## config.mk

```make
export PLATFORM = sky130hd
export DESIGN_NAME = periph_subsys
export DESIGN_NICKNAME = d
export VERILOG_FILES = /design/src/common/periph_pkg.sv /design/src/common/rng_pkg.sv /design/src/hw/periph_addr_decode.sv /design/src/gpio/rng_source.sv /design/src/gpio/rng_fifo.sv /design/src/gpio/gpio_regs.sv /design/src/hw/periph_subsys.sv
export SDC_FILE = /design/constraint.sdc
export NUM_CORES = 1
export LEC_CHECK = 0
export BUFFER_PORTS_ARGS = -buffer_cell sky130_fd_sc_hd__buf_2
export CAP_MARGIN = 20
export CORE_UTILIZATION = 41
export DETAILED_ROUTE_END_ITERATION = 10
export HOLD_SLACK_MARGIN = 0.08
export SLEW_MARGIN = 20
export SYNTH_ARGS = -nofsm -noshare
export SYNTH_HDL_FRONTEND = slang
export SYNTH_SLANG_ARGS = --single-unit
```

## constraint.sdc

```tcl
create_clock -name clk_i -period 9 [get_ports clk_i]
set_input_delay 0.9 -clock clk_i [delete_from_list [all_inputs] [get_ports clk_i]]
set_output_delay 0.9 -clock clk_i [all_outputs]
set_load 0.005 [all_outputs]
```

## src/common/periph_pkg.sv

```systemverilog
/*
 * Peripheral bus definitions
 * Request and response structs, the region map and the error word
 */

package periph_pkg;

    localparam int DataWidth = 32;
    localparam int AddrWidth = 32;

    // ----------------------------------------
    // Bus transfer
    // ----------------------------------------
    typedef struct packed {
        logic                 valid;  // Request strobe, always accepted
        logic                 we;
        logic [AddrWidth-1:0] addr;
        logic [DataWidth-1:0] wdata;
    } bus_req_t;

    typedef struct packed {
        logic                 valid;  // One-cycle response pulse
        logic                 err;
        logic [DataWidth-1:0] rdata;
    } bus_rsp_t;

    // ----------------------------------------
    // Region map
    // ----------------------------------------
    typedef enum logic [2:0] {
        RegionNone = 3'd0,
        RegionUart = 3'd1,
        RegionSpi  = 3'd2,
        RegionEth  = 3'd3,
        RegionGpio = 3'd4
    } region_e;

    // Lengths are powers of two
    localparam logic [AddrWidth-1:0] UartBase   = 32'h1000_0000;
    localparam logic [AddrWidth-1:0] UartLength = 32'h0000_1000;
    localparam logic [AddrWidth-1:0] SpiBase    = 32'h2000_0000;
    localparam logic [AddrWidth-1:0] SpiLength  = 32'h0080_0000;
    localparam logic [AddrWidth-1:0] EthBase    = 32'h3000_0000;
    localparam logic [AddrWidth-1:0] EthLength  = 32'h0001_0000;
    localparam logic [AddrWidth-1:0] GpioBase   = 32'h4000_0000;
    localparam logic [AddrWidth-1:0] GpioLength = 32'h0000_1000;

    // Returned for excluded regions and unused offsets
    localparam logic [DataWidth-1:0] ErrorWord = 32'hDEAD_BEEF;

endpackage

```

## src/common/rng_pkg.sv

```systemverilog
/*
 * Random source definitions
 * LFSR constants, the random word and the FIFO status struct
 */

package rng_pkg;

    // Galois mask for x^32 + x^22 + x^2 + x + 1, right shifting
    localparam logic [31:0] RngTaps = 32'h8020_0003;

    // Any nonzero start value
    localparam logic [31:0] RngSeed = 32'h1D87_2B41;

    typedef logic [31:0] rng_word_t;

    // ----------------------------------------
    // FIFO status
    // ----------------------------------------
    typedef struct packed {
        logic       full;
        logic       empty;
        logic [8:0] count;  // Occupancy, up to 256 entries
    } fifo_status_t;

endpackage

```

## src/hw/periph_addr_decode.sv

```systemverilog
/*
 * Peripheral address decoder
 * Steers GPIO requests downstream and answers all other regions with an error
 */

`timescale 1ns/10ps

module periph_addr_decode
    import periph_pkg::*;
(
    input  logic                 clk_i,
    input  logic                 rst_i,
    input  bus_req_t             bus_req_i,
    output bus_rsp_t             bus_rsp_o,
    output bus_req_t             gpio_req_o,
    input  logic [DataWidth-1:0] gpio_rdata_i
);

    region_e region_d;
    region_e region_q;
    logic    valid_q;

    // Match when the bits above the region length equal the base
    function automatic logic in_region(
        input logic [AddrWidth-1:0] addr,
        input logic [AddrWidth-1:0] base,
        input logic [AddrWidth-1:0] len
    );
        return (addr & ~(len - 1'b1)) == base;
    endfunction

    // ----------------------------------------
    // Region match
    // ----------------------------------------
    always_comb
    begin
        region_d = RegionNone;
        if (in_region(bus_req_i.addr, UartBase, UartLength))
            region_d = RegionUart;
        else if (in_region(bus_req_i.addr, SpiBase, SpiLength))
            region_d = RegionSpi;
        else if (in_region(bus_req_i.addr, EthBase, EthLength))
            region_d = RegionEth;
        else if (in_region(bus_req_i.addr, GpioBase, GpioLength))
            region_d = RegionGpio;
    end

    // Only GPIO sees a strobe, address reduced to the offset
    always_comb
    begin
        gpio_req_o       = bus_req_i;
        gpio_req_o.valid = bus_req_i.valid && (region_d == RegionGpio);
        gpio_req_o.addr  = bus_req_i.addr & (GpioLength - 1'b1);
    end

    always_ff @(posedge clk_i)
    begin
        if (rst_i)
        begin
            valid_q  <= 1'b0;
            region_q <= RegionNone;
        end
        else
        begin
            valid_q  <= bus_req_i.valid;
            region_q <= region_d;
        end
    end

    // ----------------------------------------
    // Response mux and error responder
    // ----------------------------------------
    always_comb
    begin
        bus_rsp_o.valid = valid_q;  // Exactly one cycle after the request
        if (region_q == RegionGpio)
        begin
            bus_rsp_o.err   = 1'b0;
            bus_rsp_o.rdata = gpio_rdata_i;
        end
        else
        begin
            // UART, SPI, Ethernet and unmapped all end here
            bus_rsp_o.err   = 1'b1;
            bus_rsp_o.rdata = ErrorWord;
        end
    end

endmodule

```

## src/gpio/rng_source.sv

```systemverilog
/*
 * Random word source
 * 32-bit Galois LFSR feeding the random-word FIFO
 */

`timescale 1ns/10ps

module rng_source
    import rng_pkg::*;
(
    input  logic         clk_i,
    input  logic         rst_i,
    input  fifo_status_t status_i,
    output logic         push_o,
    output rng_word_t    word_o
);

    rng_word_t state_q;
    rng_word_t state_next;

    // One Galois step, shifting right
    always_comb
    begin
        state_next = state_q >> 1;
        if (state_q[0])
            state_next = state_next ^ RngTaps;
    end

    assign word_o = state_q;
    assign push_o = !status_i.full;  // Push whenever there is room

    always_ff @(posedge clk_i)
    begin
        if (rst_i)
            state_q <= RngSeed;
        else if (push_o)
            state_q <= state_next;  // Advance only after a push
    end

endmodule

```

## src/gpio/rng_fifo.sv

```systemverilog
/*
 * Random word FIFO
 * Circular buffer with occupancy count, full and empty flags
 */

`timescale 1ns/10ps

module rng_fifo
    import rng_pkg::*;
#(
    parameter int FifoDepth = 8
) (
    input  logic         clk_i,
    input  logic         rst_i,
    input  logic         push_i,
    input  rng_word_t    word_i,
    input  logic         pop_i,
    output rng_word_t    head_o,
    output fifo_status_t status_o
);

    localparam int PtrWidth = (FifoDepth > 1) ? $clog2(FifoDepth) : 1;

    rng_word_t           mem [FifoDepth];
    logic [PtrWidth-1:0] wr_ptr_q;
    logic [PtrWidth-1:0] rd_ptr_q;
    logic [8:0]          count_q;
    logic                do_push;
    logic                do_pop;

    // ----------------------------------------
    // Flags
    // ----------------------------------------
    assign status_o.full  = (count_q == 9'(FifoDepth));
    assign status_o.empty = (count_q == '0);
    assign status_o.count = count_q;

    // Push on full and pop on empty are dropped
    assign do_push = push_i && !status_o.full;
    assign do_pop  = pop_i && !status_o.empty;

    assign head_o = mem[rd_ptr_q];

    always_ff @(posedge clk_i)
    begin
        if (do_push)
            mem[wr_ptr_q] <= word_i;
    end

    // ----------------------------------------
    // Pointers and occupancy
    // ----------------------------------------
    always_ff @(posedge clk_i)
    begin
        if (rst_i)
        begin
            wr_ptr_q <= '0;
            rd_ptr_q <= '0;
            count_q  <= '0;
        end
        else
        begin
            if (do_push)
                wr_ptr_q <= wr_ptr_q + 1'b1;  // Wraps, depth is a power of two
            if (do_pop)
                rd_ptr_q <= rd_ptr_q + 1'b1;
            if (do_push && !do_pop)
                count_q <= count_q + 1'b1;
            else if (do_pop && !do_push)
                count_q <= count_q - 1'b1;
        end
    end

endmodule

```

## src/gpio/gpio_regs.sv

```systemverilog
/*
 * GPIO register block
 * LEDs, DIP switch readback, random words from a FIFO and its status
 */

`timescale 1ns/10ps

module gpio_regs
    import periph_pkg::*;
    import rng_pkg::*;
#(
    parameter int FifoDepth = 8
) (
    input  logic                 clk_i,
    input  logic                 rst_i,
    input  bus_req_t             req_i,
    output logic [DataWidth-1:0] rdata_o,
    input  logic [7:0]           dip_switches_i,
    output logic [7:0]           leds_o
);

    localparam logic [2:0] OffLeds   = 3'b000;
    localparam logic [2:0] OffRandom = 3'b010;
    localparam logic [2:0] OffStatus = 3'b011;

    logic [2:0]   offset_q;  // Register select of the last request
    logic         rng_push;
    rng_word_t    rng_word;
    logic         fifo_pop;
    rng_word_t    fifo_head;
    fifo_status_t fifo_status;

    // ----------------------------------------
    // Random source and FIFO
    // ----------------------------------------
    rng_source u_rng (
        .clk_i    ( clk_i       ),
        .rst_i    ( rst_i       ),
        .status_i ( fifo_status ),
        .push_o   ( rng_push    ),
        .word_o   ( rng_word    )
    );

    rng_fifo #(
        .FifoDepth ( FifoDepth )
    ) u_fifo (
        .clk_i    ( clk_i       ),
        .rst_i    ( rst_i       ),
        .push_i   ( rng_push    ),
        .word_i   ( rng_word    ),
        .pop_i    ( fifo_pop    ),
        .head_o   ( fifo_head   ),
        .status_o ( fifo_status )
    );

    // Write to the random register drops the head word
    assign fifo_pop = req_i.valid && req_i.we && (req_i.addr[5:3] == OffRandom);

    // ----------------------------------------
    // Write side
    // ----------------------------------------
    always_ff @(posedge clk_i)
    begin
        if (rst_i)
        begin
            leds_o   <= '0;
            offset_q <= OffLeds;
        end
        else if (req_i.valid)
        begin
            offset_q <= req_i.addr[5:3];
            if (req_i.we && (req_i.addr[5:3] == OffLeds))
                leds_o <= req_i.wdata[7:0];
        end
    end

    // Read data follows the registered offset
    always_comb
    begin
        case (offset_q)
            OffLeds:
                rdata_o = {24'b0, dip_switches_i};
            OffRandom:
                rdata_o = fifo_head;
            OffStatus:
                rdata_o = {fifo_status.full, fifo_status.empty, 21'b0, fifo_status.count};
            default:
                rdata_o = ErrorWord;
        endcase
    end

endmodule

```

## src/hw/periph_subsys.sv

```systemverilog
/*
 * Peripheral subsystem top level
 * Address decoder in front of the GPIO register block
 */

`timescale 1ns/10ps

module periph_subsys
    import periph_pkg::*;
#(
    parameter int FifoDepth = 8
) (
    input  logic     clk_i,
    input  logic     rst_i,
    input  bus_req_t bus_req_i,
    output bus_rsp_t bus_rsp_o,
    input  logic [7:0] dip_switches_i,
    output logic [7:0] leds_o
);

    bus_req_t             gpio_req;
    logic [DataWidth-1:0] gpio_rdata;

    // ----------------------------------------
    // Decoder
    // ----------------------------------------
    periph_addr_decode u_decode (
        .clk_i        ( clk_i      ),
        .rst_i        ( rst_i      ),
        .bus_req_i    ( bus_req_i  ),
        .bus_rsp_o    ( bus_rsp_o  ),
        .gpio_req_o   ( gpio_req   ),
        .gpio_rdata_i ( gpio_rdata )
    );

    // ----------------------------------------
    // GPIO region
    // ----------------------------------------
    gpio_regs #(
        .FifoDepth ( FifoDepth )
    ) u_gpio (
        .clk_i          ( clk_i          ),
        .rst_i          ( rst_i          ),
        .req_i          ( gpio_req       ),
        .rdata_o        ( gpio_rdata     ),
        .dip_switches_i ( dip_switches_i ),
        .leds_o         ( leds_o         )
    );

endmodule

```

==> impl_metrics.env, run 1 <==
export IMPL_crit_path_cell_trace="buf_4 -> mux4_2 -> mux2i_1 -> o221ai_1 -> buf_2"
export IMPL_dr_first_iter_drc_count=638
export IMPL_intPower_mw=2.48
export IMPL_synth_area_um2=12800
export IMPL_cp_arrival_ns=3.36
export IMPL_fin_crit_sh_pct=47.3
export IMPL_worst_pin_slew_ns=1.06
export IMPL_nNetsFinal=965
export IMPL_first_pass_iters=5
export IMPL_antenna_found_initial=0
export IMPL_drive_gt1_share_pct=26.4
export IMPL_synth_cell_types=55
export IMPL_clockBufferDepth=3
export IMPL_skew_ns=0.0150
export IMPL_status="finished clean"
export IMPL_num_rows=64
export IMPL_fin_tns_setup_ns=0
export IMPL_antenna_left=0
export IMPL_finalWirelength_um=26700
export IMPL_cts_setup_buffers=0
export IMPL_synthArstFlopShare_pct=0
export IMPL_dp_hpwl_um=15000
export IMPL_cts_hold_buf=0
export IMPL_clock_latency_ns=0.56
export IMPL_port_buffers=84
export IMPL_cellLeakagePower_nw=4.96
export IMPL_gp_congestion=0.765
export IMPL_synth_flop_cell="edfxtp_1"
export IMPL_grt_usage_pct=16.9
export IMPL_worst_setup_path_end_kind="primary output"
export IMPL_slowest_delay_ns=0.83
export IMPL_grt_pass1_vias=6851
export IMPL_max_cap_violations=0
export IMPL_critPathTopFamily="buffers and inverters"
export IMPL_die_y_um=179
export IMPL_swShare_pct=21.5
export IMPL_grt_max_degree=67
export IMPL_fillers=2606
export IMPL_cts_inserted_buffers=31
export IMPL_syn_num_nets=872
export IMPL_synth_commonest_cells="edfxtp_1, nand2_1, dfxtp_1"
export IMPL_fin_ws_ns=4.74
export IMPL_power_switching_mw=0.679
export IMPL_cts_root_buf="clkbuf_16"
export IMPL_post_place_ws_ns=4.41
export IMPL_n_antenna_cell=0
export IMPL_avgViaCountPerCell=5.35
export IMPL_ys_warn_count=0
export IMPL_netlist_top_cells_area="edfxtp_1, mux4_2, dfxtp_1"
export IMPL_initial_core_util_pct=41.8
export IMPL_synth_edff_count=256
export IMPL_grt_pass1_wl_um=40400
export IMPL_critPathRequiredTime_ns=8.10
export IMPL_drc=0
export IMPL_syn_inst=785
export IMPL_design_core_area_um2=30700
export IMPL_fmax_mhz=235
export IMPL_die_x_um=179
export IMPL_clockPowerShare_pct=39.2
export IMPL_path_buf_inv=2
export IMPL_tritoncts="done"
export IMPL_synth_seq_cells=321
export IMPL_setup_violations=0
export IMPL_final_hold_viol_count=0
export IMPL_min_period_ns=4.26
export IMPL_clkTransAtPathRegs_ns=0.06
export IMPL_hp_class="flip-flop to flip-flop"
export IMPL_overflow=0
export IMPL_post_dp_cell_area_um2=13800
export IMPL_cts_resized=0
export IMPL_crit_type="flip-flop to primary output"
export IMPL_stdcell_area_um2=14700
export IMPL_rsz0062_at_grt="false"
export IMPL_critPathSlowestCell="buf_4"
export IMPL_io_pins=118
export IMPL_p_per_area_nw_per_um2=214
export IMPL_comb_power_share_pct=5.1
export IMPL_clock_sinks=321
export IMPL_synth_largest_area_cell="edfxtp_1"
export IMPL_ir_drop_v=0.000148
export IMPL_slew_headroom_pct=28.8
export IMPL_netlist_area_leader_share_pct=59.9
export IMPL_avgSynthCellArea_um2=16.3
export IMPL_vias=6950
export IMPL_seq_power_share_pct=55.7
export IMPL_drv_slew=0
export IMPL_die_area_um2=32000
export IMPL_yosysSeqAreaShare_pct=70.1
export IMPL_cp_start_kind="flip-flop"
export IMPL_cp_max_fo=46
export IMPL_htreeDepth=1
export IMPL_area_growth_pct=14.8
export IMPL_wl_per_cell_um=20.5
export IMPL_synth_most_common_cell="edfxtp_1"
worst reg2reg max path, delay by kind of cell, from the launching register on:
family	cells	cell delay [ns]
fa+ha+maj	2	0.56
compound gates	3	0.85
flops	1	0.38
mux	2	0.57
simple gates	2	0.62
buf+inv	3	0.81
kinds of logic (layout without fill, tap and decap cells):
| logic type | after synthesis | in the layout | synth area share, % |
|---|---|---|---|
| buffers and inverters | 53 | 171 | 1.78 |
| and+or+nand+nor | 191 | 191 | 7.39 |
| adders and majority gates | 11 | 11 | 1.13 |
| DFF | 321 | 321 | 70.1 |
| AOI/OAI and AO/OA | 84 | 84 | 4.01 |
| xor gates and xnor gates | 8 | 8 | 0.546 |
| muxes | 117 | 117 | 15.1 |
worst paths after layout:
path                                     startpoint  slack (ns)  cells past startpoint                                    end
min reg2reg  u_gpio.u_fifo.rd_ptr_q[1]$_SDFFE_PP0P_        0.48                      2                              flip-flop
max                                       flip-flop        4.74                      5                           bus_rsp_o[0]
min          u_gpio.u_fifo.rd_ptr_q[1]$_SDFFE_PP0P_        0.48                      2                              flip-flop
max reg2reg   u_gpio.u_fifo.count_q[0]$_SDFFE_PP0P_        5.09                     12  u_gpio.u_fifo.count_q[8]$_SDFFE_PP0P_
sequential cells by signal, indices dropped and copies added (netlist names), named ones only:
signal                  flops
u_gpio.offset_q             3
u_gpio.u_rng.word_o        32
u_gpio.u_fifo.rd_ptr_q      3
u_gpio.u_fifo.count_q       9
u_gpio.u_fifo.mem         256
u_gpio.leds_o               8
u_gpio.u_fifo.wr_ptr_q      3
u_decode.valid_q            1
u_decode.region_q           3
layout make-up:
type                    instances  area [um2]  area share (%)
multi-input cells             411        3660            24.8
clock buffers                  42         837            5.68
well taps                     396         495            3.36
clock inverters                16         131           0.892
repair buffers                106         586            3.98
flip-flops and latches        321        8990            61.1
inverters                       7        26.3           0.178
power groups by stage:
stage | Clock, mW | Combinational [mW] | Sequential (mW)
global placement | 0 | 0.164 | 1.78
global route | 1.32 | 0.179 | 1.77
floorplan | 0 | 0.104 | 1.77
detailed placement | 0 | 0.165 | 1.79
CTS | 1.26 | 0.166 | 1.76
finish | 1.24 | 0.162 | 1.76
layer usage:
layer  global-route usage [%]  vias to the layer above  share of wire (%)
met5                        0                        -                  0
met2                     29.4                      123                 51
li1                         -                     3238                  -
met4                     3.39                        0                1.3
met1                     22.7                     3563                 44
met3                     2.21                       26                4.1
metrics by stage:
step / hold slack [ns] / power, mW / instances / util, %
after global routing: 0.513 / 3.26 / 1299 / 48.0
final: 0.482 / 3.15 / 1299 / 48.0
after detailed placement: 0.472 / 1.95 / 1241 / 44.9
after global placement: 0.468 / 1.95 / 1241 / 44.9
after CTS: 0.488 / 3.18 / 1299 / 48.0
after floorplan: 0.454 / 1.88 / 785 / -
cells in the final DEF, fill, tap and decap left out, drive strengths merged, types with 3 or more instances in the layout:
| cell | count |
|---|---|
| edfxtp | 256 |
| buf | 106 |
| nand2 | 86 |
| dfxtp | 65 |
| mux4 | 60 |
| mux2i | 49 |
| clkbuf | 42 |
| nor2 | 39 |
| a21oi | 28 |
| o21ai | 24 |
| nand3 | 18 |
| clkinv | 12 |
| nor3 | 11 |
| ha | 10 |
| a22oi | 8 |
| mux2 | 8 |
| o221ai | 7 |
| inv | 7 |
| a211oi | 5 |
| or4 | 5 |
| nor4 | 5 |
| nor2b | 4 |
| xnor2 | 4 |
| xor2 | 4 |
| nor4b | 4 |
| and2 | 3 |
| nor3b | 3 |
Note: power is estimated with default switching activity, not from simulation.
==> run 2: changes to the inputs <==
- clock period: 9 -> 4.2 ns (I/O delays scaled with it)
==> run 2 against run 1 <==
  * Combinational power rose by 110%
  * Flip-flop and latch count unchanged
  * Utilization rose by 0.75 points
  * Power up 130%
  * Clock power up 140%
  * Register-to-register slack lost 4.3 ns
  * Global-route usage is 0.27 points higher
  * Die area stayed put
  * First-iteration DRC count fell by 22%
  * Critical path depth grew 9
  * Sequential share of layout area decreased by 0.93 points
  * Non-clock buffer count is 3 higher
  * Highest routed layer unchanged
==> impl_metrics.env, run 2 (synthesis gave the netlist of run 1 again) <==
export IMPL_design_core_area_um2=30700
export IMPL_ir_drop_v=0.000214
export IMPL_cts_resized=0
export IMPL_die_x_um=179
export IMPL_cts_inserted_buffers=34
export IMPL_tritoncts="done"
export IMPL_nNetsFinal=971
export IMPL_dr_first_iter_drc_count=498
export IMPL_io_pins=118
export IMPL_regMostFlops="u_gpio.u_fifo.mem"
export IMPL_grt_max_degree=41
export IMPL_worst_setup_path_end_kind="flip-flop"
export IMPL_drive_gt1_share_pct=27.6
export IMPL_finalPower_mw=7.10
export IMPL_wl_per_cell_um=20.3
export IMPL_grt_usage_pct=17.2
export IMPL_num_rows=64
export IMPL_cp_start_kind="input pin"
export IMPL_setup_violations=0
export IMPL_clock_sinks=321
export IMPL_dp_hpwl_um=15400
export IMPL_register_area_um2=8990
export IMPL_die_y_um=179
export IMPL_critPathRequiredTime_ns=4.59
export IMPL_avgViaCountPerCell=5.35
export IMPL_cts_setup_buffers=0
export IMPL_first_pass_iters=5
export IMPL_utilization_pct=48.8
export IMPL_whs_ns=0.148
export IMPL_grt_pass1_vias=6949
export IMPL_hp_class="input pin to flip-flop"
export IMPL_cts_hold_buf=0
export IMPL_initial_core_util_pct=41.8
export IMPL_p_per_area_nw_per_um2=475
export IMPL_fin_tns_setup_ns=0
export IMPL_crit_type="input pin to flip-flop"
export IMPL_overflow=0
export IMPL_clkTransAtPathRegs_ns=0.06
export IMPL_gp_congestion=0.747
export IMPL_clock_latency_ns=0.50
export IMPL_multi_input_area_um2=3680
export IMPL_grt_pass1_wl_um=40800
export IMPL_die_area_um2=32000
export IMPL_cp_arrival_ns=3.80
export IMPL_cellLeakagePower_nw=5.07
export IMPL_skew_ns=0.00968
export IMPL_cp_max_fo=6
export IMPL_fillers=2597
export IMPL_final_hold_viol_count=0
export IMPL_max_cap_violations=0
export IMPL_drv_slew=0
export IMPL_finalWirelength_um=26500
export IMPL_fmax_mhz=293
export IMPL_fin_crit_sh_pct=81.3
export IMPL_n_antenna_cell=0
export IMPL_worst_pin_slew_ns=0.992
export IMPL_rsz0062_at_grt="false"
export IMPL_vias=6984
export IMPL_final_common_cell="edfxtp_1"
export IMPL_antenna_left=0
export IMPL_port_buffers=84
export IMPL_antenna_found_initial=0
export IMPL_cts_root_buf="clkbuf_16"
export IMPL_min_period_ns=3.41
export IMPL_final_cell_mix="edfxtp_1, nand2_1, buf_2"
export IMPL_status="finished clean"
export IMPL_slew_headroom_pct=33.9
export IMPL_area_growth_pct=16.6
export IMPL_drc=0
export IMPL_clockBufferDepth=3
export IMPL_largest_reg_flops=256
export IMPL_htreeDepth=2
-- run 2: where the power goes --
group / internal (mW) / switching (mW)
clock network: 1.81 / 1.18
registers: 3.65 / 0.115
logic: 0.144 / 0.203
total: 5.61 / 1.50
-- run 2: through the flow --
step	cells	setup WS, ns	area (um2)
finish	1305	0.785	15000
global route	1305	0.394	15000
CTS	1305	0.773	15000
detailed placement	1244	0.271	13800
global placement	1244	0.305	13800
floorplan	785	-0.0720	12800
-- run 2: final cells by class --
cell class                 instances  share of cell area [%]
sequential                       321                    60.1
multi-input combinational        411                    24.6
clock buffer                      46                    6.47
timing repair buffer             109                    4.23
tap                              396                    3.31
clock inverter                    15                    1.10
inverter                           7                   0.176
-- run 2: layer usage --
metal | part of all wire, % | track usage (%) | wire length, um
met5 | 0 | 0 | 0
met4 | 2.0 | 4.45 | 522
met3 | 3.1 | 2.33 | 812
met2 | 49 | 28.3 | 13100
met1 | 46 | 24.0 | 12100
-- run 2: path summary, 6_finish.rpt --
| check | start | endpoint | slack [ns] | cells past startpoint |
|---|---|---|---|---|
| hold / removal | bus_req_i[0] | u_gpio.leds_o[0]$_SDFFE_PP0P_ | 0.15 | 3 |
| hold reg to reg | u_gpio.u_fifo.rd_ptr_q[1]$_SDFFE_PP0P_ | flip-flop | 0.48 | 2 |
| setup / recovery | bus_req_i[49] | u_gpio.u_fifo.count_q[8]$_SDFFE_PP0P_ | 0.79 | 14 |
| setup reg to reg | u_gpio.u_fifo.count_q[0]$_SDFFE_PP0P_ | u_gpio.u_fifo.count_q[8]$_SDFFE_PP0P_ | 0.81 | 14 |
-- run 2: critical path, stage by stage --
cell and delay [ns]:
buf_2 0.09, or4_1 0.59, nor2_1 0.21, nand4b_1 0.15, nor3_1 0.20, nand2_1 0.09, ha_1 0.22, inv_1 0.18
ha_1 0.32, a211oi_1 0.38, o21ai_0 0.15, a31oi_1 0.24, mux2i_1 0.22, mux2_2 0.34
